File: config.mk
export PLATFORM = sky130hd
export DESIGN_NAME = control
export DESIGN_NICKNAME = d
export VERILOG_FILES = /design/src/proc_pkg.sv /design/src/control.sv
export SDC_FILE = /design/constraint.sdc
export NUM_CORES = 1
export LEC_CHECK = 0
export BUFFER_PORTS_ARGS = -buffer_cell sky130_fd_sc_hd__buf_2
export CAP_MARGIN = 25
export CORE_AREA = 2 2 39 41
export DETAILED_ROUTE_END_ITERATION = 16
export DIE_AREA = 0 0 41 43
export GPL_TIMING_DRIVEN = 0
export PLACE_DENSITY = 0.55
export SYNTH_ARGS = -nofsm -noshare
export SYNTH_HDL_FRONTEND = slang
export SYNTH_SLANG_ARGS = --single-unit
File: constraint.sdc
create_clock -name vclk -period 1.15
set_input_delay 0.23 -clock vclk [all_inputs]
set_output_delay 0.23 -clock vclk [all_outputs]
set_load 0.02 [all_outputs]
File: src/proc_pkg.sv
package proc_pkg;

    //////////////////////////////
    // widths and depths
    //////////////////////////////
    localparam int DATA_W    = 16;
    localparam int MEM_WORDS = 256;
    localparam int MEM_AW    = $clog2(MEM_WORDS);
    localparam int REG_N     = 8;
    localparam int REG_AW    = $clog2(REG_N);

    // destination register select
    localparam logic [1:0] DST_RS  = 2'd0;
    localparam logic [1:0] DST_RDI = 2'd1;
    localparam logic [1:0] DST_RDR = 2'd2;
    localparam logic [1:0] DST_R7  = 2'd3;

    //////////////////////////////
    // encodings
    //////////////////////////////

    // instruction bits 15:11
    typedef enum logic [4:0] {
        OP_HALT  = 5'b00000,
        OP_NOP   = 5'b00001,
        OP_J     = 5'b00100,
        OP_JR    = 5'b00101,
        OP_JAL   = 5'b00110,
        OP_ADDI  = 5'b01000,
        OP_SUBI  = 5'b01001,
        OP_XORI  = 5'b01010,
        OP_ANDNI = 5'b01011,
        OP_BEQZ  = 5'b01100,
        OP_BNEZ  = 5'b01101,
        OP_BLTZ  = 5'b01110,
        OP_BGEZ  = 5'b01111,
        OP_ST    = 5'b10000,
        OP_LD    = 5'b10001,
        OP_SLBI  = 5'b10010,
        OP_LBI   = 5'b11000,
        OP_RALU  = 5'b11011,
        OP_SEQ   = 5'b11100,
        OP_SLT   = 5'b11101,
        OP_SLE   = 5'b11110,
        OP_SCO   = 5'b11111
    } opcode_e;

    // sub is b minus a, andn is a and not b
    typedef enum logic [2:0] {
        ALU_ADD,
        ALU_SUB,
        ALU_XOR,
        ALU_ANDN,
        ALU_SLBI
    } alu_op_e;

    typedef enum logic [1:0] {
        ST_IDLE,
        ST_RUN,
        ST_HALTED
    } core_state_e;

    typedef enum logic [1:0] {
        IMM5S,
        IMM5Z,
        IMM8S,
        IMM8Z
    } imm_sel_e;

    typedef enum logic [1:0] {
        WB_ALU,
        WB_MEM,
        WB_LINK,
        WB_SET
    } wb_sel_e;

endpackage

File: src/control.sv
`timescale 1ns/10ps

module control (
    input  logic [4:0]           i_opcode,
    input  logic [1:0]           i_func,
    output proc_pkg::alu_op_e    o_alu_op,
    output logic                 o_b_imm,
    output proc_pkg::imm_sel_e   o_imm_sel,
    output proc_pkg::wb_sel_e    o_wb_sel,
    output logic [1:0]           o_dst_sel,
    output logic                 o_reg_we,
    output logic                 o_mem_we,
    output logic                 o_branch,
    output logic                 o_jump,
    output logic                 o_jr,
    output logic                 o_halt,
    output logic                 o_illegal
);

    proc_pkg::opcode_e op;

    assign op = proc_pkg::opcode_e'(i_opcode);

    always_comb begin
        // defaults describe a plain i-format alu op with no side effects
        o_alu_op  = proc_pkg::ALU_ADD;
        o_b_imm   = 1'b1;
        o_imm_sel = proc_pkg::IMM5S;
        o_wb_sel  = proc_pkg::WB_ALU;
        o_dst_sel = proc_pkg::DST_RDI;
        o_reg_we  = 1'b0;
        o_mem_we  = 1'b0;
        o_branch  = 1'b0;
        o_jump    = 1'b0;
        o_jr      = 1'b0;
        o_halt    = 1'b0;
        o_illegal = 1'b0;

        case (op)
            proc_pkg::OP_HALT: o_halt = 1'b1;
            proc_pkg::OP_NOP: begin
            end

            //////////////////////////////
            // jumps
            //////////////////////////////
            proc_pkg::OP_J: o_jump = 1'b1;
            proc_pkg::OP_JAL: begin
                o_jump    = 1'b1;
                o_reg_we  = 1'b1;
                o_wb_sel  = proc_pkg::WB_LINK;
                o_dst_sel = proc_pkg::DST_R7;
            end
            // target is rs plus imm8 through the alu
            proc_pkg::OP_JR: begin
                o_jr      = 1'b1;
                o_imm_sel = proc_pkg::IMM8S;
            end

            //////////////////////////////
            // i-format alu
            //////////////////////////////
            proc_pkg::OP_ADDI: o_reg_we = 1'b1;
            proc_pkg::OP_SUBI: begin
                o_reg_we = 1'b1;
                o_alu_op = proc_pkg::ALU_SUB;
            end
            proc_pkg::OP_XORI: begin
                o_reg_we  = 1'b1;
                o_alu_op  = proc_pkg::ALU_XOR;
                o_imm_sel = proc_pkg::IMM5Z;
            end
            proc_pkg::OP_ANDNI: begin
                o_reg_we  = 1'b1;
                o_alu_op  = proc_pkg::ALU_ANDN;
                o_imm_sel = proc_pkg::IMM5Z;
            end

            // condition rides in opcode bits 1:0
            proc_pkg::OP_BEQZ, proc_pkg::OP_BNEZ,
            proc_pkg::OP_BLTZ, proc_pkg::OP_BGEZ: begin
                o_branch  = 1'b1;
                o_imm_sel = proc_pkg::IMM8S;
            end

            //////////////////////////////
            // memory and byte loads
            //////////////////////////////
            proc_pkg::OP_ST: o_mem_we = 1'b1;
            proc_pkg::OP_LD: begin
                o_reg_we = 1'b1;
                o_wb_sel = proc_pkg::WB_MEM;
            end
            proc_pkg::OP_SLBI: begin
                o_reg_we  = 1'b1;
                o_alu_op  = proc_pkg::ALU_SLBI;
                o_imm_sel = proc_pkg::IMM8Z;
                o_dst_sel = proc_pkg::DST_RS;
            end
            // proc zeroes operand a, so this is 0 + imm8
            proc_pkg::OP_LBI: begin
                o_reg_we  = 1'b1;
                o_imm_sel = proc_pkg::IMM8S;
                o_dst_sel = proc_pkg::DST_RS;
            end

            //////////////////////////////
            // r-format
            //////////////////////////////
            proc_pkg::OP_RALU: begin
                o_reg_we  = 1'b1;
                o_b_imm   = 1'b0;
                o_dst_sel = proc_pkg::DST_RDR;
                case (i_func)
                    2'b00:   o_alu_op = proc_pkg::ALU_ADD;
                    2'b01:   o_alu_op = proc_pkg::ALU_SUB;
                    2'b10:   o_alu_op = proc_pkg::ALU_XOR;
                    default: o_alu_op = proc_pkg::ALU_ANDN;
                endcase
            end
            proc_pkg::OP_SEQ, proc_pkg::OP_SLT,
            proc_pkg::OP_SLE, proc_pkg::OP_SCO: begin
                o_reg_we  = 1'b1;
                o_b_imm   = 1'b0;
                o_dst_sel = proc_pkg::DST_RDR;
                o_alu_op  = proc_pkg::ALU_SUB;
                o_wb_sel  = proc_pkg::WB_SET;
            end

            default: o_illegal = 1'b1;
        endcase
    end

endmodule

==> results.md, run 1 <==
* Outcome: finished, violations left
* Failing checks: setup timing
* Hold WS at 0.798 ns
* Initial antenna violation count at 0
* Fraction of layout cells with a size suffix above 1 at 75.2%
* Register area share after synthesis at 0%
* Cell Pwr Density at 395 mW/mm2
* Mapped Area at 389 um2
* Overall die width at 41 um
* Post-route antenna net violation count at 0
* Synthesized instance count at 61
* Pre-CTS setup slack at -0.300 ns
* Syn_area_per_cell at 6.38 um2
* Initial core utilization at 28.1%
* Commonest non-fill, non-tap cell in the layout: buf_6
* Crit end category: output pin
* CP dominant cell by count: buf_6
* Final instance area at 980 um2
* RSZ-0062 raised after global routing: true
* Final worst slack at -0.161 ns
* Worst hold path type: primary input to output pin
* Drc violations at 0
* Post-DP HPWL at 997 um
* Top cell type's share of synthesized area at 11.3%
* Vert. Die Dim at 43 um
* Port-buffer cells at 24
* Clkbuf count at 0
* TritonRoute pass-1 iters at 2
* N_diodes at 0
* Largest stage delay, worst path at 0.29 ns
* Die footprint at 0.00176 mm2
* Commonest cells after routing, fill and taps aside: buf_6, buf_4, nand2_1
* Final setup fails at 13
* GPL Wtd Cong at 0.746
* WP data arrival at 1.08 ns
* Post-DP Area at 584 um2
* DR vias/cell at 5.20
* Critical path cell sequence: buf_6 -> buf_6 -> a211o_1 -> a21boi_4 -> buf_6
* VDD IR max at 0.219 mV
* Final period utilization at 114%
* Post-DR wirelength/cell at 14.6 um
* First-pass GRT wire length at 2470 um
* IO Pins at 24
* Seq cells at 0
* CP Max Fanout at 10
* Pin count of the biggest net entering global routing at 11
* Syn_nets at 68
* Max Clock Freq at 0.763 GHz
* Worst rel slew slack at 83.4%
* P_leak at 0.443 nW
* Sequential cell area at 0 um2
* Critical path's slowest cell: a211o_1
* # hold bufs at CTS at 0
* Grt total ovfl at 0
* Via count at 608
* GRT Util Overall at 19.2%
* Worst endpoint required time at 0.92 ns
* TNS Setup at -1.44 ns
* Critical path buffers and inverters at 3
* Final max-slew violation count at 0
* Max-cap violations at 0
* Total Power at 0.387 mW
* Synth unique cells at 31
* Synthesis-to-layout area growth at 152%
* Worst-Margin Slew at 0.247 ns
* Rows at 14
* Core Area at 0.00138 mm2
* Fin nets at 110
* Iteration-0 DRC Markers at 4
* Hold Fails Final Rpt at 0
* Area leader, netlist: nor2b_1
* Tmin final at 1.31 ns
* Warnings, synthesis at 0
* Vias in the first global route at 556
* Top cells by area, synth: nor2b_1, nand2_1, buf_6
* CP Class: primary input to output pin
* Cell family with most CP delay: compound AO/OA/AOI/OAI gates
* Startpoint types: primary input
* Number of fill cells at 113
* Routed WL at 1710 um
-- routing by layer --
metal / wire, um / track usage (%) / vias up / share of wire (%)
met1: 705 / 25.6 / 294 / 41
met2: 945 / 34.7 / 13 / 55
met4: 0 / 0 / 0 / 0
met5: 0 / 0 / - / 0
met3: 61 / 0 / 0 / 3.6
li1: - / - / 301 / -
-- report_power, final --
group	switching, mW	total (mW)	internal (mW)
sequential	0	0	0
combinational	0.181	0.387	0.205
clock	0	0	0
total	0.181	0.387	0.205
-- per-stage QoR --
stage / utilization [%] / std cells
finish: 70.8 / 117
global route: 70.8 / 117
CTS: 63.6 / 114
detailed placement: 42.2 / 101
global placement: 42.2 / 101
floorplan: - / 61
-- path summary, 6_finish.rpt --
kind,from,endpoint,slack [ns],cells after the start
max,i_opcode[4],o_alu_op[0],-0.16,5
min,i_func[1],o_alu_op[1],0.80,4
-- synthesized netlist by cell type (2+ instances only) --
master	number
nand2_1	9
nor2b_1	7
a21oi_1	4
nor2_1	3
o21ai_1	3
a21boi_1	2
a21o_1	2
and2_1	2
and3_1	2
buf_2	2
buf_4	2
buf_6	2
nand2b_1	2
nor3b_1	2
-- logic make-up after synthesis --
kind of cell	count (synthesis)	share of synthesized area, %
AO/OA/AOI/OAI	19	34.1
XOR/XNOR	1	2.25
buffers and inverters	8	14.1
AND/OR/NAND/NOR	33	49.5
-- cell type report --
| type | count | area (um2) | share of cell area, % |
|---|---|---|---|
| buffer | 6 | 71.3 | 7.28 |
| inverter | 2 | 7.51 | 0.766 |
| multi-input combinational | 53 | 474 | 48.4 |
| tap | 16 | 20.0 | 2.04 |
| timing repair buffer | 40 | 407 | 41.5 |
-- tightest hold or removal path, delay by kind of cell --
family / cells / cell delay, ns
AOI/OAI and AO/OA: 1 / 0.06
buffers and inverters: 2 / 0.21
and+or+nand+nor: 1 / 0.07
-- what timing repair did --
| item | CTS | global route |
|---|---|---|
| pin swaps | 12 | 4 |
| gates cloned | 4 | 1 |
| endpoints found under the setup margin | 17 | 17 |
| resized for setup | 60 | 16 |
| setup buffers | 9 | 2 |
Note: power is estimated with default switching activity, not from simulation.
==> run 2, diff against run 1 <==
PLACE_DENSITY = 0.57   (was 0.55)
==> run 2 against run 1 <==
Against the previous run: the flow still finishes with violations (setup timing); sequential share of layout area stayed put; final cell count fell by 1.7%; maximum frequency up 0.60%; clock-buffer cell count unchanged; routed wire length decreased by 4.4%; hold slack got worse by 0.048 ns; die area stayed put; utilization is 4.1 points lower.
==> results.md, run 2 (same netlist as run 1, synthesis figures left out) <==
* IO Pins at 24 (unchanged)
* Max Clock Freq at 0.767 GHz (+0.60%)
* Pre-CTS setup slack at -0.288 ns (+0.0122 ns)
* Synthesis-to-layout area growth at 137%
* Port-buffer cells at 24 (unchanged)
* Commonest cells after routing, fill and taps aside: buf_6, buf_4, buf_2
* Outcome: finished, violations left
* Failing checks: setup timing
* Worst-Margin Slew at 0.283 ns (+0.0355 ns)
* Hold WS at 0.750 ns (-0.0478 ns)
* Vert. Die Dim at 43 um (unchanged)
* Final instance area at 923 um2 (-5.7%)
* Tmin final at 1.30 ns (-0.00785 ns)
* Iteration-0 DRC Markers at 6 (+2)
* Util after Layout at 66.7% (-4.1 points)
* Core Area at 0.00138 mm2 (unchanged)
* Initial core utilization at 28.1% (unchanged)
* Crit end category: output pin
* Hold Fails Final Rpt at 0 (unchanged)
* Number of fill cells at 132 (+17%)
* TritonRoute pass-1 iters at 4 (+2)
* Final worst slack at -0.153 ns (+0.00786 ns)
* # hold bufs at CTS at 0 (unchanged)
* Vias in the first global route at 547 (-1.6%)
* GPL Wtd Cong at 0.735 (-1.4%)
* CP Max Fanout at 5 (-5)
* CP Class: primary input to output pin
* Worst endpoint required time at 0.92 ns (about the same)
* Worst hold path type: primary input to output pin
* Seq cells at 0 (unchanged)
* Rows at 14 (unchanged)
* P_leak at 0.424 nW (-4.3%)
* Initial antenna violation count at 0 (unchanged)
* Via count at 599 (-1.5%)
* Grt total ovfl at 0 (unchanged)
* RSZ-0062 raised after global routing: true
* N_diodes at 0 (unchanged)
* Post-DR wirelength/cell at 14.2 um (-2.7%)
* Cell Pwr Density at 398 mW/mm2 (+0.96%)
* Clkbuf count at 0 (unchanged)
* Sequential cell area at 0 um2 (unchanged)
* Post-DP Area at 584 um2 (unchanged)
* Overall die width at 41 um (unchanged)
* Total Power at 0.368 mW (-4.8%)
* Worst rel slew slack at 81.1% (-2.4 points)
* Routed WL at 1640 um (-4.4%)
* Fraction of layout cells with a size suffix above 1 at 72.7% (-2.5 points)
* DR vias/cell at 5.21 (+0.23%)
* WHS Path Cells at 3 (-1)
* Final max-slew violation count at 0 (unchanged)
* GRT Util Overall at 20.0% (+0.80 points)
* First-pass GRT wire length at 2590 um (+4.7%)
* Hold endpoint: o_jump
* WP data arrival at 1.07 ns (about the same)
* Fin nets at 108 (-1.8%)
* Commonest non-fill, non-tap cell in the layout: buf_6
* Drc violations at 0 (unchanged)
* Max-cap violations at 0 (unchanged)
* Hold Path Origin: i_opcode[0]
* Pin count of the biggest net entering global routing at 9 (-2)
* Startpoint types: primary input
* Post-route antenna net violation count at 0 (unchanged)
* VDD IR max at 0.181 mV (-18%)
* Final period utilization at 113% (-0.68 points)
* Final setup fails at 15 (+2)
* Die footprint at 0.00176 mm2 (unchanged)
* Post-DP HPWL at 912 um (-8.5%)
==> run 2: changes by cell type in the layout (fill, tap and decap cells not counted), moves of 3 or more <==
| cell | delta |
|---|---|
| buf_4 | -4 |
| buf_6 | -3 |
| buf_8 | +3 |
| buf_2 | +4 |
==> run 2: repair_timing <==
item | 4_1_cts | 5_1_grt
gates cloned | 4 | 0
gates resized for setup | 58 | 16
buffers inserted | 11 | 0
endpoints found under the setup margin | 17 | 17
pin swaps | 6 | 4
==> run 2: how the worst max path moves through the flow <==
stage                      startpoint            to  depth (start not counted)
after floorplan           i_opcode[3]  o_dst_sel[1]                          4
after global placement    i_opcode[2]      o_reg_we                          6
after detailed placement  i_opcode[2]      o_reg_we                          6
after CTS                 i_opcode[3]  o_imm_sel[1]                          6
after global routing      i_opcode[3]  o_imm_sel[1]                          6
final                     i_opcode[3]     o_illegal                          6
==> run 2: layout make-up <==
type | instances | area (um2) | area share, %
plain buffers | 6 | 78.8 | 8.54
inverters | 2 | 7.51 | 0.813
multi-input cells | 53 | 462 | 50.0
well taps | 16 | 20.0 | 2.17
repair buffers | 38 | 355 | 38.5
==> run 2: through the flow <==
step	setup TNS (ns)	cells
global placement	-2.80	101
floorplan	-0.144	61
finish	-1.31	115
global route	-1.83	115
detailed placement	-2.79	101
CTS	-1.43	116
==> run 2: where the power goes <==
| part | total, mW | leakage [nW] | switching [mW] | internal (mW) |
|---|---|---|---|---|
| registers | 0 | 0 | 0 | 0 |
| clock network | 0 | 0 | 0 | 0 |
| logic | 0.368 | 0.424 | 0.175 | 0.193 |
==> run 2: layer usage <==
metal  track usage [%]  vias to the layer above  part of all wire [%]
met4                 0                        0                     0
met2              33.1                       19                    51
li1                  -                      293                     -
met5                 0                        -                     0
met1              29.7                      287                    43
met3                 0                        0                   5.7
==> run 2: critical path, stage by stage <==
cell and delay, ns:
buf_8 0.11, buf_8 0.13, nand2_1 0.09, o21bai_1 0.07, a221o_1 0.31, buf_6 0.14
