`config.mk`:
```
export PLATFORM = sky130hd
export DESIGN_NAME = alu
export DESIGN_NICKNAME = d
export VERILOG_FILES = /design/src/proc_pkg.sv /design/src/alu.sv
export SDC_FILE = /design/constraint.sdc
export NUM_CORES = 1
export LEC_CHECK = 0
export BUFFER_PORTS_ARGS = -buffer_cell sky130_fd_sc_hd__buf_2
export CELL_PAD_IN_SITES_DETAIL_PLACEMENT = 0
export CELL_PAD_IN_SITES_GLOBAL_PLACEMENT = 1
export CORE_MARGIN = 2
export CORE_UTILIZATION = 41
export DETAILED_ROUTE_END_ITERATION = 6
export GPL_ROUTABILITY_DRIVEN = 1
export PLACE_DENSITY = 0.93
export SYNTH_ARGS = -nofsm -noshare
export SYNTH_HDL_FRONTEND = slang
export SYNTH_SLANG_ARGS = --single-unit
```
`constraint.sdc`:
```
create_clock -name vclk -period 3.7
set_input_delay 0.37 -clock vclk [all_inputs]
set_output_delay 0.37 -clock vclk [all_outputs]
set_load 0.02 [all_outputs]
```
`src/proc_pkg.sv`:
```
package proc_pkg;

    //////////////////////////////
    // widths and depths
    //////////////////////////////
    localparam int DATA_W    = 16;
    localparam int MEM_WORDS = 256;
    localparam int MEM_AW    = $clog2(MEM_WORDS);
    localparam int REG_N     = 8;
    localparam int REG_AW    = $clog2(REG_N);

    // destination register select
    localparam logic [1:0] DST_RS  = 2'd0;
    localparam logic [1:0] DST_RDI = 2'd1;
    localparam logic [1:0] DST_RDR = 2'd2;
    localparam logic [1:0] DST_R7  = 2'd3;

    //////////////////////////////
    // encodings
    //////////////////////////////

    // instruction bits 15:11
    typedef enum logic [4:0] {
        OP_HALT  = 5'b00000,
        OP_NOP   = 5'b00001,
        OP_J     = 5'b00100,
        OP_JR    = 5'b00101,
        OP_JAL   = 5'b00110,
        OP_ADDI  = 5'b01000,
        OP_SUBI  = 5'b01001,
        OP_XORI  = 5'b01010,
        OP_ANDNI = 5'b01011,
        OP_BEQZ  = 5'b01100,
        OP_BNEZ  = 5'b01101,
        OP_BLTZ  = 5'b01110,
        OP_BGEZ  = 5'b01111,
        OP_ST    = 5'b10000,
        OP_LD    = 5'b10001,
        OP_SLBI  = 5'b10010,
        OP_LBI   = 5'b11000,
        OP_RALU  = 5'b11011,
        OP_SEQ   = 5'b11100,
        OP_SLT   = 5'b11101,
        OP_SLE   = 5'b11110,
        OP_SCO   = 5'b11111
    } opcode_e;

    // sub is b minus a, andn is a and not b
    typedef enum logic [2:0] {
        ALU_ADD,
        ALU_SUB,
        ALU_XOR,
        ALU_ANDN,
        ALU_SLBI
    } alu_op_e;

    typedef enum logic [1:0] {
        ST_IDLE,
        ST_RUN,
        ST_HALTED
    } core_state_e;

    typedef enum logic [1:0] {
        IMM5S,
        IMM5Z,
        IMM8S,
        IMM8Z
    } imm_sel_e;

    typedef enum logic [1:0] {
        WB_ALU,
        WB_MEM,
        WB_LINK,
        WB_SET
    } wb_sel_e;

endpackage

```
`src/alu.sv`:
```
`timescale 1ns/10ps

module alu (
    input  logic [proc_pkg::DATA_W-1:0]  i_a,
    input  logic [proc_pkg::DATA_W-1:0]  i_b,
    input  proc_pkg::alu_op_e            i_op,
    output logic [proc_pkg::DATA_W-1:0]  o_result,
    output logic                         o_zero,
    output logic                         o_neg,
    output logic                         o_carry
);

    logic [proc_pkg::DATA_W:0] sum_ext;

    // carry of a plus b for sco, independent of the selected op
    assign sum_ext = {1'b0, i_a} + {1'b0, i_b};
    assign o_carry = sum_ext[proc_pkg::DATA_W];

    always_comb begin
        case (i_op)
            proc_pkg::ALU_ADD:  o_result = sum_ext[proc_pkg::DATA_W-1:0];
            // register order of the isa: b minus a
            proc_pkg::ALU_SUB:  o_result = i_b - i_a;
            proc_pkg::ALU_XOR:  o_result = i_a ^ i_b;
            proc_pkg::ALU_ANDN: o_result = i_a & ~i_b;
            // low byte moves up, immediate fills the bottom
            proc_pkg::ALU_SLBI: o_result = {i_a[7:0], 8'h00} | i_b;
            default:            o_result = '0;
        endcase
    end

    //////////////////////////////
    // result flags
    //////////////////////////////
    assign o_zero = (o_result == '0);
    assign o_neg  = o_result[proc_pkg::DATA_W-1];

endmodule

```
==> results of run 1 <==
-- cells in the mapped netlist, drive strengths merged, types with 3 or more instances --
cell type | n | area, sq um
a21oi | 28 | 140
o21ai | 36 | 180
o221ai | 5 | 43.8
mux2i | 4 | 40.0
nand2b | 9 | 56.3
or2 | 4 | 25.0
o21bai | 5 | 37.5
nor3b | 3 | 22.5
o21a | 6 | 45.0
nor2b | 7 | 43.8
buf | 12 | 63.8
a31oi | 5 | 31.3
a21o | 3 | 22.5
a311oi | 5 | 43.8
inv | 42 | 158
a211oi | 9 | 77.6
xnor2 | 6 | 52.6
ha | 47 | 588
nor3 | 8 | 45.0
o211ai | 9 | 67.6
nand2 | 18 | 67.6
o31ai | 3 | 22.5
clkbuf | 10 | 37.5
nor2 | 39 | 146
nor4 | 6 | 50.0
nand3 | 4 | 20.0
-- metrics by stage --
stage / cells / cell area, sq um / total power [mW]
3_3_place_gp: 557 / 3380 / 0.544
5_1_grt: 560 / 3540 / 0.655
2_1_floorplan: 375 / 2550 / 0.330
6_report: 560 / 3540 / 0.602
3_5_place_dp: 557 / 3380 / 0.557
4_1_cts: 557 / 3390 / 0.562
-- routing by layer --
layer | GRT usage (%) | up-vias
li1 | - | 1589
met1 | 34.1 | 1557
met2 | 45.6 | 154
met3 | 2.17 | 20
met4 | 7.33 | 0
met5 | 0 | -
-- layout make-up --
cell class / instances / area [sq um]
Inverter: 42 / 160
Timing Repair Buffer: 132 / 878
Tap cell: 75 / 93.8
Fill cell: 549 / 2380
Multi-Input combinational cell: 311 / 2410
-- timing repair --
action,4_1_cts,5_1_grt
resized for setup,3,29
pin swaps,0,18
setup buffers,0,3
hold buffers,0,0
setup endpoints to repair,1,4
-- power groups by stage --
stage	Combinational, mW	Clock (mW)	Sequential [mW]
after floorplan	0.330	0	0
after global placement	0.544	0	0
after detailed placement	0.557	0	0
after CTS	0.562	0	0
after global routing	0.655	0	0
final	0.602	0	0
-- cells by family (layout without fill, tap and decap cells) --
kind of cell    after synthesis  in the layout
xor+xnor                      8              8
mux                           5              5
simple gates                112            112
compound gates              137            137
buf+inv                      64            174
fa+ha+maj                    49             49
-- how the worst min path moves through the flow --
stage,endpoint,startpoint
finish,o_zero,i_b[15]
global route,o_carry,i_a[15]
CTS,o_carry,i_a[15]
detailed placement,o_carry,i_a[15]
global placement,o_carry,i_a[15]
floorplan,o_result[2],i_b[2]
-- worst max-delay path, delay by kind of cell --
family / cells / cell delay, ns
AO/OA/AOI/OAI: 4 / 0.87
AND/OR/NAND/NOR: 5 / 1.64
adder cells (fa/ha/maj): 2 / 0.49
buffers and inverters: 3 / 0.29
==> flow_results.org, run 1 <==
** Outcome
- The run finished, with violations left.
- The checks that failed: setup timing.

** Power and ir drop
- The clock network burns 0% of the power.
- Power Density :: 170 nW/um^2
- Switching part of the total :: approximately 55%
- Switching power of the nets :: 330 uW
- The internal power of the cells totals between 200 and 300 uW.
- Static Leakage :: 1.72 nW
- Of the total power, combinational logic draws 100.0%.
- Worst IR drop on VDD :: 0.0760 mV
- Sequential share of power :: 0%

** Cells and area
- 0 antenna diodes ended up in the layout.
- There are 0 flip-flops and latches.
- In the final layout, flip-flops and latches occupy 0 sq um.
- Final Util :: between 50% and 60%
- Leaving out fill and tap cells, the most frequent cell in the layout is buf_4.
- Of the cells placed in the final design, the portion with a size suffix greater than 1 is between 30% and 40%.
- After layout, the clock buffer instance count stands at 0.
- In the layout the commonest cells are 79 x buf_4, 51 x buf_2, 43 x ha_1.
- After the last flow step, the layout net total stands at 571.
- From synthesis to final layout, the design area changed by 40.6%.

** Routing
- In this run the top signal layer used is met4.
- In this run, the number of DRC markers left after iteration 0 of detailed routing was between 200 and 300.
- Number of search-and-repair iterations in the first detailed-routing pass :: 6
- In the routed design, unresolved DRC markers number 0.
- Total via count after detailed routing :: 3320
- The final layout contains routed wiring with a total length of 8890 um.
- Total met3 wirelength after detailed routing :: 616 um
- In this run the remaining antenna-violating nets after routing total 0.
- After detailed routing, the average wire length per cell comes to 15.9 um.
- In the final routing, the length of wire on met1 measures 3750 um.
- Vias per cell :: 5.93
- Total met2 wirelength after detailed routing :: approximately 4300 um

** Global route
- The number of antenna violations at the first check in global routing came to 0.
- Vias in the first global route :: 3124
- The first global-routing pass estimated 14200 um of wire.
- Entering global routing, the biggest net connects 28 pins.
- Across every metal layer, demand over resource in global routing totals 26.1%.
- After global routing the overflow that remains totals 0.

** Timing
- Worst slew margin relative to its limit :: between 60 and 70%
- Subtracting the final worst setup slack from the clock period gives approximately 4 ns.
- Setup repair after global routing missed its margin :: yes
- Slew @ Worst Pin :: 0.525 ns
- The number of hold violations in the final report was 0.
- Summed over all failing endpoints, the final setup total negative slack is -0.329 ns.
- Setup ws final :: -0.329 ns
- Highest clock frequency the design can meet :: approximately 250 MHz
- After layout, the worst path uses 109% of the clock period.
- Final Max Slew Viols :: 0
- Setup violations, final :: 1
- The tightest hold path in the finished design has a slack of roughly 1.2 ns.

** Logic synthesis
- Area fraction in and, or, nand and nor cells after synthesis :: 23.2%
- Netlist area before placement :: approximately 2500 sq um
- Count of different cell masters after synthesis :: 63
- Warnings, synthesis :: 0
- Syn Nets :: 459
- Sequential share of the synthesized area :: 0%
- Number of instances in the synthesized netlist :: 375
- Synth Area in Adders :: about a quarter
- Measured against the total synthesized area, the mux share comes to under 10%.
- By area, the combinational part of the netlist is dominated by compound AO/OA/AOI/OAI gates.
- Of the total synthesized cell area, the portion taken by XOR and XNOR cells is 2.78%.
- The average instance in the mapped netlist occupies approximately 6.7 sq um.
- The synthesized netlist devotes 36.7% of its cell area to compound gates.

** Place
- Input and output buffers added on the ports amount to 54.
- HPWL after detailed placement :: about 7300 um
- Weighted congestion reported at the end of routability-driven placement :: 0.986
- Before CTS, the worst setup slack after placement is -0.358 ns.

** Die
- Floorplan die area :: 6790 sq um
- Initial Utilization :: between 40% and 50%
- Die W :: a little over 80 um
- In this run the vertical extent of the chip is 82.4 um.
- Core Area :: 5920 sq um
- After floorplanning, the core was divided into 28 placement rows.
- Number of I/O pins :: 54

** Setup path
- Critical Path, Cell by Cell :: buf_8 -> ha_4 -> inv_4 -> fa_2 -> or2_4 -> a211oi_4 -> o31ai_4 -> a2111oi_4 -> a31oi_2 -> or4_4 -> nor3_2 -> or4b_4 -> nor4_4 -> buf_4
- Of all nets on the critical path, the largest fanout is 3.
- Kind of critical path :: in -> out
- The most critical setup path has its endpoint at o_zero.
- Crit path arrival time :: ~3.7 ns
- Slowest stage cell, crit path :: or4_4
- Origin of the worst setup path :: i_a[0]
- In this design, the stage delay of the slowest critical-path cell is 0.57 ns.
- STA puts the critical path data required time at between 3 and 4 ns.
- STA classifies the critical path endpoint as an output pin.
- Startpoint Class :: primary input

** Min path
- Cell depth of the worst hold path :: 5
- In this run the worst hold path is classified as in -> out.

** Run
- The tool flagged a number of max-cap violations equal to 0.
Power figures use the tool's default switching activity.
==> run 2, diff against run 1 <==
--- a/config.mk
+++ b/config.mk
@@ -13,6 +13,7 @@
 export DETAILED_ROUTE_END_ITERATION = 6
 export GPL_ROUTABILITY_DRIVEN = 1
 export PLACE_DENSITY = 0.93
+export SETUP_SLACK_MARGIN = 0.1
 export SYNTH_ARGS = -nofsm -noshare
 export SYNTH_HDL_FRONTEND = slang
 export SYNTH_SLANG_ARGS = --single-unit
==> flow_results.org, run 2 (synthesized netlist as in run 1, its figures left out) <==
** Power and ir drop
- The logic gate share of total power is 100.0% (about the same).
- Share of power burned in the clock network :: 0% (unchanged)
- Worst IR drop on VDD :: 0.0762 mV (+0.36%)
- Power Density :: 171 nW/um^2 (+0.77%)
- The net switching power figure was 336 uW (+1.9%).
- The fraction of power consumed by sequential logic was 0% (unchanged).
- The switching share of total power is 54.3% (-0.46 points).
- The leakage power figure was 1.75 nW (+1.5%).
- Internal power summed over all cells :: 283 uW (+3.8%)
- Design Power :: 619 uW (+2.8%)

** Cells and area
- Share of layout cells above drive strength 1 :: 35.6% (+1.6 points)
- Area grow syn2layout :: 43.4%
- The area used by multi-input combinational logic is 2440 sq um (+1.1%).
- Clock buffer instance count of the final layout :: 0 (unchanged)
- Final Util :: 61.1% (+1.2 points)
- Most common cell after layout, fill and taps aside :: buf_4
- Net count of the finished layout :: 575 (+0.70%)
- The final cell count without fillers came to 564 (+0.71%).
- The antenna diode count came to 0 (unchanged).
- The fill cell total of the finished layout was 540 (-1.6%).
- Sequential cell area in the final layout :: 0 sq um (unchanged)
- Layout sequential cell count :: 0 (unchanged)
- The finished layout cell area came to 3610 sq um (+2.0%).
- In the layout the commonest cells are 85 x buf_4, 48 x buf_2, 42 x ha_1.

** Timing
- Setup ws final :: -0.342 ns (-0.0126 ns)
- Part of the cycle the worst path needs :: 109% (+0.34 points)
- Post-layout minimum cycle time :: 4.04 ns (+0.0126 ns)
- The final hold slack is 1.23 ns (-0.00411 ns).
- Worst slew margin relative to its limit :: 64.0% (-0.56 points)
- Final setup TNS :: -0.342 ns (-0.0126 ns)
- The actual slew at the worst max-slew pin was 0.539 ns (+0.0139 ns).
- The max-slew violation count was 0 (unchanged).
- The number of hold violations in the final report came to 0 (unchanged).
- Setup repair after global routing could not meet its margin everywhere.
- Highest clock frequency the design can meet :: 247 MHz (-0.31%)
- The setup-violating endpoint count in the final report came to 1 (unchanged).

** Die
- The count of pins on the block boundary is 54 (unchanged).
- The floorplan core area was 5920 sq um (unchanged).
- Initial Utilization :: 42.6% (unchanged)
- The width of the die came to 82.4 um (unchanged).
- The die height was 82.4 um (unchanged).
- The total number of placement rows is 28 (unchanged).
- Floorplan die area :: 6790 sq um (unchanged)

** Place
- Port Buffer Count :: 54 (unchanged)
- The setup slack after placement was -0.358 ns (unchanged).
- Weighted congestion reported at the end of routability-driven placement :: 0.986 (unchanged)
- Number of placed cells counting well taps :: 557 (unchanged)
- HPWL after detailed placement :: 7310 um (unchanged)
- Placed Instance Area :: 3380 sq um (unchanged)

** Setup path
- Kind of critical path :: in -> out
- Crit path arrival time :: 3.67 ns (about the same)
- Tracing the worst setup path back leads to its startpoint at i_a[0].
- Critical Path, Cell by Cell :: buf_8 -> ha_4 -> inv_4 -> fa_2 -> or2_4 -> a211oi_4 -> o31ai_4 -> a2111oi_4 -> a31oi_2 -> or4_4 -> nor3_2 -> or4b_4 -> nor4_4 -> buf_4
- Startpoint Class :: primary input
- The biggest fanout along the worst timing path came to 3 (unchanged).
- The required time of the critical path is 3.33 ns (about the same).
- The critical path depth in cells is 14 (unchanged).
- Slowest stage cell, crit path :: or4_4
- In this design, the largest share of critical-path delay is due to simple AND/OR/NAND/NOR gates.
- STA classifies the critical path endpoint as an output pin.
- The delay of the slowest critical-path stage is 0.57 ns (about the same).
- The buffering stage count on the worst path with inverters included was 3 (unchanged).

** Min path
- Cell depth of the worst hold path :: 5 (unchanged)
- In this run the most critical hold path is launched from i_b[15].
- Hold/Removal Path Class :: in -> out

** Routing
- Mean routed wirelength per cell :: 16.1 um (+1.1%)
- The number of design-rule violations left by the first detailed-router iteration came to 347 (+31%).
- The total iterations of the first detailed-routing run is 5 (-1).
- Total via count after detailed routing :: 3344 (+0.72%)
- DRC :: 0 (unchanged)
- Final routed wirelength across all metal layers :: 9050 um (+1.8%)
- The via count normalized by instance count is 5.93 (about the same).
- ANT nets after route :: 0 (unchanged)

** Global route
- The met1 capacity usage during global routing was 33.6% (-0.52 points).
- Pin count of the biggest net entering global routing :: 28 (unchanged)
- The total track usage came to 26.2% (+0.068 points).
- Busiest layer in global routing :: met2
- The global routing met3 resource utilization is 2.83% (+0.65 points).
- Sum of overflow across all layers after global routing :: 0 (unchanged)
- The number of global-route vias before repair is 3134 (+0.32%).
- The number of antenna violations at the first check in global routing came to 0 (unchanged).
- The wire length of the first global-routing pass came to 14200 um (+0.39%).
- Met2 track utilization from global routing :: 46.0% (+0.40 points)

** Outcome
- Failing checks :: setup timing
- The flow ran to the end, but the final reports show violations.

** Run
- Reported max-cap violation count :: 0 (unchanged)

** Clock network
- Hold bufs inserted after CTS :: 0 (unchanged)
[run 2: cell count changes in the layout (fill, tap and decap cells not counted), sizes merged]
cell and delta:
buf +4
[run 2: power by group through the flow]
stage / Sequential [mW] / Combinational (mW) / Clock, mW
after detailed placement: 0 / 0.557 / 0
after global routing: 0 / 0.671 / 0
final: 0 / 0.619 / 0
after global placement: 0 / 0.544 / 0
after CTS: 0 / 0.564 / 0
after floorplan: 0 / 0.330 / 0
[run 2: layout make-up]
class                           instances  share of cell area [%]
Timing Repair Buffer                  136                    25.4
Tap cell                               75                    2.60
Inverter                               42                    4.50
Multi-Input combinational cell        311                    67.5
[run 2: timing repair]
action | CTS | global route
endpoints found under the setup margin | 3 | 5
endpoints found under the hold margin | 0 | 0
resized for setup | 4 | 39
setup buffers | 0 | 7
pin swaps | 0 | 23
[run 2: worst paths after layout]
| path | endpoint | slack, ns |
|---|---|---|
| setup / recovery | o_zero | -0.34 |
| hold / removal | o_zero | 1.23 |
[run 2: metal layers]
layer	routed length (um)	vias up	share of wire [%]
met4	255	0	2.8
met2	4310	168	48
met3	722	34	8.0
li1	-	1591	-
met1	3760	1551	42
met5	0	-	0
