### src/proc_pkg.sv
package proc_pkg;

    //////////////////////////////
    // widths and depths
    //////////////////////////////
    localparam int DATA_W    = 16;
    localparam int MEM_WORDS = 256;
    localparam int MEM_AW    = $clog2(MEM_WORDS);
    localparam int REG_N     = 8;
    localparam int REG_AW    = $clog2(REG_N);

    // destination register select
    localparam logic [1:0] DST_RS  = 2'd0;
    localparam logic [1:0] DST_RDI = 2'd1;
    localparam logic [1:0] DST_RDR = 2'd2;
    localparam logic [1:0] DST_R7  = 2'd3;

    //////////////////////////////
    // encodings
    //////////////////////////////

    // instruction bits 15:11
    typedef enum logic [4:0] {
        OP_HALT  = 5'b00000,
        OP_NOP   = 5'b00001,
        OP_J     = 5'b00100,
        OP_JR    = 5'b00101,
        OP_JAL   = 5'b00110,
        OP_ADDI  = 5'b01000,
        OP_SUBI  = 5'b01001,
        OP_XORI  = 5'b01010,
        OP_ANDNI = 5'b01011,
        OP_BEQZ  = 5'b01100,
        OP_BNEZ  = 5'b01101,
        OP_BLTZ  = 5'b01110,
        OP_BGEZ  = 5'b01111,
        OP_ST    = 5'b10000,
        OP_LD    = 5'b10001,
        OP_SLBI  = 5'b10010,
        OP_LBI   = 5'b11000,
        OP_RALU  = 5'b11011,
        OP_SEQ   = 5'b11100,
        OP_SLT   = 5'b11101,
        OP_SLE   = 5'b11110,
        OP_SCO   = 5'b11111
    } opcode_e;

    // sub is b minus a, andn is a and not b
    typedef enum logic [2:0] {
        ALU_ADD,
        ALU_SUB,
        ALU_XOR,
        ALU_ANDN,
        ALU_SLBI
    } alu_op_e;

    typedef enum logic [1:0] {
        ST_IDLE,
        ST_RUN,
        ST_HALTED
    } core_state_e;

    typedef enum logic [1:0] {
        IMM5S,
        IMM5Z,
        IMM8S,
        IMM8Z
    } imm_sel_e;

    typedef enum logic [1:0] {
        WB_ALU,
        WB_MEM,
        WB_LINK,
        WB_SET
    } wb_sel_e;

endpackage

### src/rf.sv
`timescale 1ns/10ps

module rf (
    input  logic                          i_clk,
    input  logic                          i_arst_n,
    input  logic [proc_pkg::REG_AW-1:0]   i_rd1_sel,
    input  logic [proc_pkg::REG_AW-1:0]   i_rd2_sel,
    input  logic [proc_pkg::REG_AW-1:0]   i_wr_sel,
    input  logic [proc_pkg::DATA_W-1:0]   i_wr_data,
    input  logic                          i_we,
    output logic [proc_pkg::DATA_W-1:0]   o_rd1_data,
    output logic [proc_pkg::DATA_W-1:0]   o_rd2_data
);

    logic [proc_pkg::DATA_W-1:0] regs [proc_pkg::REG_N];

    // one write per cycle
    always_ff @(posedge i_clk or negedge i_arst_n) begin
        if (!i_arst_n) begin
            for (int i = 0; i < proc_pkg::REG_N; i++) begin
                regs[i] <= '0;
            end
        end else if (i_we) begin
            regs[i_wr_sel] <= i_wr_data;
        end
    end

    // two independent read ports
    assign o_rd1_data = regs[i_rd1_sel];
    assign o_rd2_data = regs[i_rd2_sel];

endmodule

### config.mk
export PLATFORM = sky130hd
export DESIGN_NAME = rf
export DESIGN_NICKNAME = d
export VERILOG_FILES = /design/src/proc_pkg.sv /design/src/rf.sv
export SDC_FILE = /design/constraint.sdc
export NUM_CORES = 1
export LEC_CHECK = 0
export BUFFER_PORTS_ARGS = -buffer_cell sky130_fd_sc_hd__clkbuf_2
export CAP_MARGIN = 20
export CORE_MARGIN = 2
export CORE_UTILIZATION = 67
export CTS_BUF_LIST = sky130_fd_sc_hd__clkbuf_8
export CTS_CLUSTER_DIAMETER = 80
export DETAILED_ROUTE_END_ITERATION = 7
export MAX_ROUTING_LAYER = met4
export PLACE_DENSITY_LB_ADDON = 0.1
export SLEW_MARGIN = 20
export SYNTH_ARGS = -nofsm -noshare
export SYNTH_HDL_FRONTEND = slang
export SYNTH_SLANG_ARGS = --single-unit
### constraint.sdc
create_clock -name i_clk -period 4.54 [get_ports i_clk]
set_input_delay 0.908 -clock i_clk [delete_from_list [all_inputs] [get_ports i_clk]]
set_output_delay 0.908 -clock i_clk [all_outputs]
set_load 0.01 [all_outputs]
==> run metrics, run 1 <==
Clock transition at path regs 80 ps; Post-Route WL 14800 um; max reg flops 128; Crit. End Element output port; routed vias/inst 6.73; most common cell in the netlist mux2_2; Diodes inserted 0; total core area 10200 um2; min cycle time layout 3730 ps; synth cell count leaders mux2_2, dfrtp_1, mux4_1; dominant synthesized flop cell dfrtp_1; cell taking the most area after synthesis dfrtp_1; Clock Skews 0 ps; CP dominant cell by count clkbuf_2; number of CTS-inserted buffers 17; CP bufs+invs 3; Pleak 3.41 nW; Least-Margin Pin Slew 890 ps; Synth cell types 15; DRT iter0 DRCs 229; maximum vdd drop 0.334 mV; row cnt 37; total of max-cap violations 0; Yosys warnings 0; slowest CP cell clkbuf_2; status completed; setup_tns 0 ps; global-route wire length before repair 23500 um; Post-Route Utilization 75.4%; area of the multi-input gates 3600 um2; Min-Delay Path Class input port to asynchronous set/reset pin; Worst Setup Slack, final 812 ps; Initial Util 68.4%; Power Density 433 nW/um2; Layout Nets 475; wire length per cell 24.8 um; Yosys reg bits 128; initial antenna violation count 0; DRC viols 0; Clk Latency, worst-skew pair 450 ps; final slew viol count 0; worst-path cell chain clkbuf_2 > buf_4 > mux4_1 > mux2_2 > clkbuf_2; CP top delay family buffers and inverters; pre-CTS setup slack 825 ps; Max FO, Critical Path 23; Worst EP arrival 2820 ps; grt total ovfl 0; syn nets 421; pin count of the biggest net entering global routing 83; Async SR Flop Fraction 100%; Port Buffers 59; Mapped Cells 393; Final Cycle Share 82.1%; RSZ-0062 raised after global routing false; clock root buffer clkbuf_8; Storage cell area 3200 um2; Slew HR 40.7%; die area 11300 um2; Global Route Usage Sum 29.3%; startpoint types input port; Total Power 0.00334 W; Largest regs regs (128); fmax 268 MHz; routed via count 4012; post-CTS setup buffers 0; number of enable flip-flop cells after synthesis 0; Critical Setup Path Class input port to output port; chip height 106 um; setup violators final 0; Reg with most FFs regs; part of the Yosys area used for sequential elements 45.8%; # clock sinks 128; data required time of the worst path 3630 ps; Synth area leaders dfrtp_1, mux2_2, mux4_1, mux4_2, buf_6; CP max stage delay 630 ps; Synth top area share 45.8%; # fillers 614; layout cells sized above 1 60.0%; post-route ant nets 0; CTS H-tree depth 4; Final Hold Viols 0; area grow syn2layout 10.3%; Max Buffers Root-to-Sink 2; post-CTS sizing 0; die width 106 um; io pins 60; hold_buf cts 0; TritonCTS clock tree built; dpl hpwl 8530 um; syn_area_per_cell 17.8 um2; vias in the first global route 4188; hold slack 497 ps; GP Congestion 0.769; synthesized area 7000 um2; DR pass1 iterations 4
## per-stage QoR
| step | instances | cell area (um2) |
|---|---|---|
| floorplan | 393 | 7000 |
| global placement | 564 | 7340 |
| detailed placement | 564 | 7340 |
| CTS | 596 | 7710 |
| finish | 596 | 7720 |
| global route | 596 | 7720 |
## report_power, final
group          internal (W)  total (W)  switching, W  leakage (nW)
combinational      0.000537   0.000836      0.000299          1.70
sequential          0.00139    0.00157      0.000174          1.54
clock              0.000453   0.000942      0.000489         0.176
total               0.00238    0.00334      0.000962          3.41
## worst paths after layout
path | from | to | slack (ps) | cells past startpoint
setup / recovery | i_rd1_sel[0] | o_rd1_data[2] | 810 | 5
hold / removal | i_arst_n | regs[71]$_DFFE_PN0P_ | 500 | 1
setup reg to reg | regs[54]$_DFFE_PN0P_ | regs[54]$_DFFE_PN0P_ | 3740 | 1
hold reg to reg | regs[70]$_DFFE_PN0P_ | regs[70]$_DFFE_PN0P_ | 520 | 1
max in group asynchronous | i_arst_n | regs[16]$_DFFE_PN0P_ | 3210 | 2
min in group i_clk | regs[70]$_DFFE_PN0P_ | regs[70]$_DFFE_PN0P_ | 520 | 1
## layout make-up
cell class | instances | area share, %
sequential | 128 | 41.5
timing repair buffer | 68 | 4.78
tap | 136 | 2.20
clock buffer | 18 | 3.21
multi-input combinational | 232 | 46.6
clock inverter | 14 | 1.70
## placed cells by master, fill, tap and decap left out
master,count
inv_6,4
mux4_1,56
mux2_2,160
clkbuf_8,18
clkinvlp_4,6
clkbuf_2,58
clkinv_2,2
nor4b_4,1
inv_8,1
and4bb_2,1
mux4_2,8
buf_6,1
bufinv_16,1
nor4bb_4,2
buf_4,9
nand4_2,1
dfrtp_1,128
nand4b_2,3
## cells by family after synthesis
family / count (synthesis) / share of synthesized area (%)
muxes: 224 / 49.3
buffers and inverters: 33 / 3.29
DFF: 128 / 45.8
and+or+nand+nor: 8 / 1.63
## layer usage
metal  vias to the layer above  wire length [um]  share of wire, %  track usage [%]
li1                       1729                 -                 -                -
met1                      2141              6350                43             39.2
met2                       121              7470                51             45.8
met3                        21               752               5.1             5.15
met4                         0               176               1.2             11.1
met5                         -                 0                 0                -
Note: power is estimated with default switching activity, not from simulation.
==> run 2: changes to the inputs <==
Settings changed: CORE_UTILIZATION 67 to 56.
Clock period 4.54 ns to 3.15 ns, I/O delays scaled along.
==> run metrics, run 2 (synthesis gave the netlist of run 1 again) <==
Final Cycle Share 84.0%; chip height 116 um (+9.0%); min cycle time layout 2650 ps; Least-Margin Pin Slew 673 ps (-216 ps); hold slack 69.4 ps (-427 ps); startpoint types input port; fmax 378 MHz; CP max stage delay 610 ps (-20 ps); Post-Route WL 15100 um (+2.4%); Clock Skews 0 ps (unchanged); Slew HR 55.1% (+14 points); row cnt 40 (+8.1%); TritonCTS clock tree built; # clock sinks 128 (unchanged); setup violators final 0 (unchanged); total core area 12100 um2 (+18%); DRC viols 0 (unchanged); Pleak 3.49 nW (+2.3%); die area 13400 um2 (+19%); Max FO, Critical Path 32 (+39%); DR pass1 iterations 4 (unchanged); Critical Setup Path Class input port to output port; maximum vdd drop 0.354 mV (+5.9%); Diodes inserted 0 (unchanged); Largest regs regs (128); grt total ovfl 0 (unchanged); clock root buffer clkbuf_8; Post-DP Area 7470 um2 (+1.8%); total of max-cap violations 0 (unchanged); die width 116 um (+9.0%); Layout Nets 479 (+0.84%); Reg with most FFs regs; Reg2Reg Launch Point regs[29]$_DFFE_PN0P_; routed via count 3970 (-1.0%); fin area 7900 um2 (+2.3%); post-route ant nets 0 (unchanged); post-CTS sizing 0 (unchanged); data required time of the worst path 2520 ps (-1110 ps); Port Buffers 59 (unchanged); most common cell after layout, fill and taps aside mux2_2; pin count of the biggest net entering global routing 63 (-24%); setup_tns 0 ps (unchanged); Max Buffers Root-to-Sink 2 (unchanged); worst-path cell chain clkbuf_2 > buf_12 > mux4_1 > mux2_2 > clkbuf_2; io pins 60 (unchanged); Initial Util 57.8% (-11 points); number of CTS-inserted buffers 17 (unchanged); Clock transition at path regs 80 ps (about the same); layout cells sized above 1 60.0% (about the same); worst setup path start i_rd2_sel[0]; initial antenna violation count 0 (unchanged); DRT iter0 DRCs 237 (+3.5%); Min-Delay Path Class input port to asynchronous set/reset pin; Worst EP arrival 2020 ps (-800 ps); slowest CP cell mux4_1; max reg flops 128 (unchanged); status completed; RSZ-0062 raised after global routing false; Power Density 632 nW/um2 (+46%); final slew viol count 0 (unchanged); global-route wire length before repair 23900 um (+1.9%); Clk Latency, worst-skew pair 430 ps (-20 ps); Global Route Usage Sum 25.5% (-3.8 points); wire length per cell 23.9 um (-3.3%); dpl hpwl 8750 um (+2.5%); post-CTS setup buffers 0 (unchanged); area grow syn2layout 12.8%; routed vias/inst 6.29 (-6.5%); vias in the first global route 4302 (+2.7%); CTS H-tree depth 4 (unchanged); CP dominant cell by count clkbuf_2; Final Hold Viols 0 (unchanged); hold_buf cts 0 (unchanged); GP Congestion 0.706 (-8.2%); most frequent cells in the layout mux2_2, dfrtp_1, clkbuf_2; Crit. End Element output port
## run 2: changes by cell type in the layout (fill, tap and decap cells not counted)
cell / previous run / this run
inv_6: 4 / 0
inv_1: 0 / 1
bufinv_16: 1 / 4
clkinv_2: 2 / 4
clkinvlp_4: 6 / 3
buf_12: 0 / 5
clkbuf_8: 18 / 19
buf_6: 1 / 0
inv_8: 1 / 0
## run 2: routing by layer
metal	GRT usage, %	routed length (um)
met1	33.2	6660
met2	41.3	7720
met3	5.44	550
met4	6.75	176
met5	-	0
## run 2: metrics by stage
stage	utilization, %	cells	worst slack (ps)	power (W)
6_report	65.2	631	503	0.00499
5_1_grt	65.2	631	454	0.00526
2_1_floorplan	-	393	818	0.00311
3_5_place_dp	61.7	600	484	0.00351
3_3_place_gp	61.7	600	509	0.00343
4_1_cts	65.2	631	481	0.00504
## run 2: layout make-up
cell class	instances	area, um2
fillers	873	4220
multi-input cells	232	3600
repair buffers	72	458
flip-flops and latches	128	3200
well taps	168	210
clock inverters	12	166
clock buffers	19	262
## run 2: power by group
group | internal [W] | switching [W]
clock | 0.000890 | 0.000628
sequential | 0.00201 | 0.000244
combinational | 0.000782 | 0.000439
total | 0.00368 | 0.00131
## run 2: final timing paths
path,depth (start not counted),slack [ps],end
hold reg to reg,1,520,regs[96]$_DFFE_PN0P_
min in group i_clk,1,520,regs[96]$_DFFE_PN0P_
max in group asynchronous,2,2160,regs[96]$_DFFE_PN0P_
setup / recovery,5,500,o_rd2_data[8]
hold / removal,1,70,regs[23]$_DFFE_PN0P_
setup reg to reg,1,2350,regs[29]$_DFFE_PN0P_
## run 2: critical path: cells and delay by family
family   cells  cell delay, ps
buf+inv      3             480
mux          2             880
==> run 3: changes to the inputs <==
Settings changed: CORE_UTILIZATION 56 to 62.
Clock period 3.15 ns to 2.6 ns, I/O delays scaled along.
==> run metrics, run 3 (synthesis gave the netlist of run 1 again) <==
Largest regs regs (128); grt total ovfl 0 (unchanged); DRC viols 0 (unchanged); Initial Util 64.0% (+6.2 points); Power Density 772 nW/um2 (+22%); # clock sinks 128 (unchanged); most frequent cells in the layout mux2_2, dfrtp_1, clkbuf_2; status completed; post-CTS setup buffers 0 (unchanged); post-route ant nets 0 (unchanged); RSZ-0062 raised after global routing false; number of CTS-inserted buffers 17 (unchanged); DR pass1 iterations 5 (+1); Reg with most FFs regs; clock root buffer clkbuf_8; Layout Nets 481 (+0.42%); Final Hold Viols 0 (unchanged); maximum vdd drop 0.541 mV (+53%); row cnt 38 (-5.0%); total core area 10900 um2 (-9.7%); Max Buffers Root-to-Sink 2 (unchanged); worst-path cell chain clkbuf_2 > buf_12 > mux4_1 > mux2_2 > clkbuf_2; layout cells sized above 1 60.5% (+0.47 points); Critical Setup Path Class input port to output port; TritonCTS clock tree built; Global Route Usage Sum 28.0% (+2.5 points); total of max-cap violations 0 (unchanged); max reg flops 128 (unchanged); routed vias/inst 6.53 (+3.8%); most common cell after layout, fill and taps aside mux2_2; Clock Skews 0 ps (unchanged); Worst EP arrival 1920 ps (-100 ps); CP bufs+invs 3 (unchanged); fin area 7890 um2 (-0.14%); hold slack 80.0 ps (+10.5 ps); Crit. End Element output port; Clock transition at path regs 70 ps (about the same); Min-Delay Path Class input port to asynchronous set/reset pin; worst setup path start i_rd2_sel[0]; chip height 110 um (-4.8%); hold_buf cts 0 (unchanged); routed via count 3959 (-0.28%); Slew HR 44.2% (-11 points); CP dominant cell by count clkbuf_2; startpoint types input port; Final Cycle Share 93.9%; CP top delay family multiplexers; Least-Margin Pin Slew 834 ps (+161 ps); Post-DP Area 7450 um2 (-0.27%); DRT iter0 DRCs 207 (-13%); setup_tns 0 ps (unchanged); area grow syn2layout 12.6%; die width 110 um (-4.8%); initial antenna violation count 0 (unchanged); slowest CP cell mux4_1; data required time of the worst path 2080 ps (-440 ps); pin count of the biggest net entering global routing 49 (-22%); GP Congestion 0.741 (+4.9%); CTS H-tree depth 4 (unchanged); Clk Latency, worst-skew pair 460 ps (+30 ps); Diodes inserted 0 (unchanged); setup violators final 0 (unchanged); fmax 409 MHz; global-route wire length before repair 23200 um (-2.8%); min cycle time layout 2440 ps; Max FO, Critical Path 32 (unchanged); vias in the first global route 4216 (-2.0%); Post-Route WL 14800 um (-1.9%); wire length per cell 24.5 um (+2.2%); die area 12200 um2 (-9.3%); Reg2Reg Launch Point regs[52]$_DFFE_PN0P_; dpl hpwl 9050 um (+3.5%); Port Buffers 59 (unchanged); CP max stage delay 600 ps (about the same); post-CTS sizing 0 (unchanged); final slew viol count 0 (unchanged); io pins 60 (unchanged); Pleak 3.50 nW (+0.37%)
## run 3: cell types whose count changed in the layout (fill, tap and decap cells not counted), sizes merged
cell | previous run | this run
clkbuf | 77 | 76
clkinv | 4 | 6
buf | 14 | 16
## run 3: stage by stage
| step | worst slack [ps] | util (%) | instances | total power (W) |
|---|---|---|---|---|
| floorplan | 488 | - | 393 | 0.00376 |
| global placement | 177 | 68.1 | 574 | 0.00417 |
| detailed placement | 176 | 68.1 | 574 | 0.00426 |
| CTS | 173 | 72.1 | 606 | 0.00614 |
| global route | 131 | 72.1 | 606 | 0.00639 |
| finish | 157 | 72.1 | 606 | 0.00609 |
## run 3: final cells by class
class | instances | area, um2
clock inverters | 14 | 189
fillers | 704 | 3050
repair buffers | 74 | 473
well taps | 140 | 175
flip-flops and latches | 128 | 3200
multi-input cells | 232 | 3600
clock buffers | 18 | 248
## run 3: path summary, 6_finish.rpt
check	to	cells after the start	slack (ps)
setup reg to reg	regs[52]$_DFFE_PN0P_	1	1800
min in group i_clk	regs[15]$_DFFE_PN0P_	2	410
hold reg to reg	regs[73]$_DFFE_PN0P_	1	520
hold / removal	regs[7]$_DFFE_PN0P_	1	80
max in group asynchronous	regs[17]$_DFFE_PN0P_	2	1760
setup / recovery	o_rd2_data[6]	5	160
## run 3: per-layer routing
metal  part of all wire (%)  vias up  track usage, %
met1                     42     2097            35.9
met3                    4.1       29            6.58
li1                       -     1734               -
met2                     51       99            43.9
met4                    2.6        0            11.2
met5                      0        -               -
## run 3: power by group
| part | leakage [nW] | switching (W) | internal, W |
|---|---|---|---|
| clock | 0.215 | 0.000807 | 0.00107 |
| combinational | 1.75 | 0.000533 | 0.000951 |
| sequential | 1.54 | 0.000297 | 0.00243 |
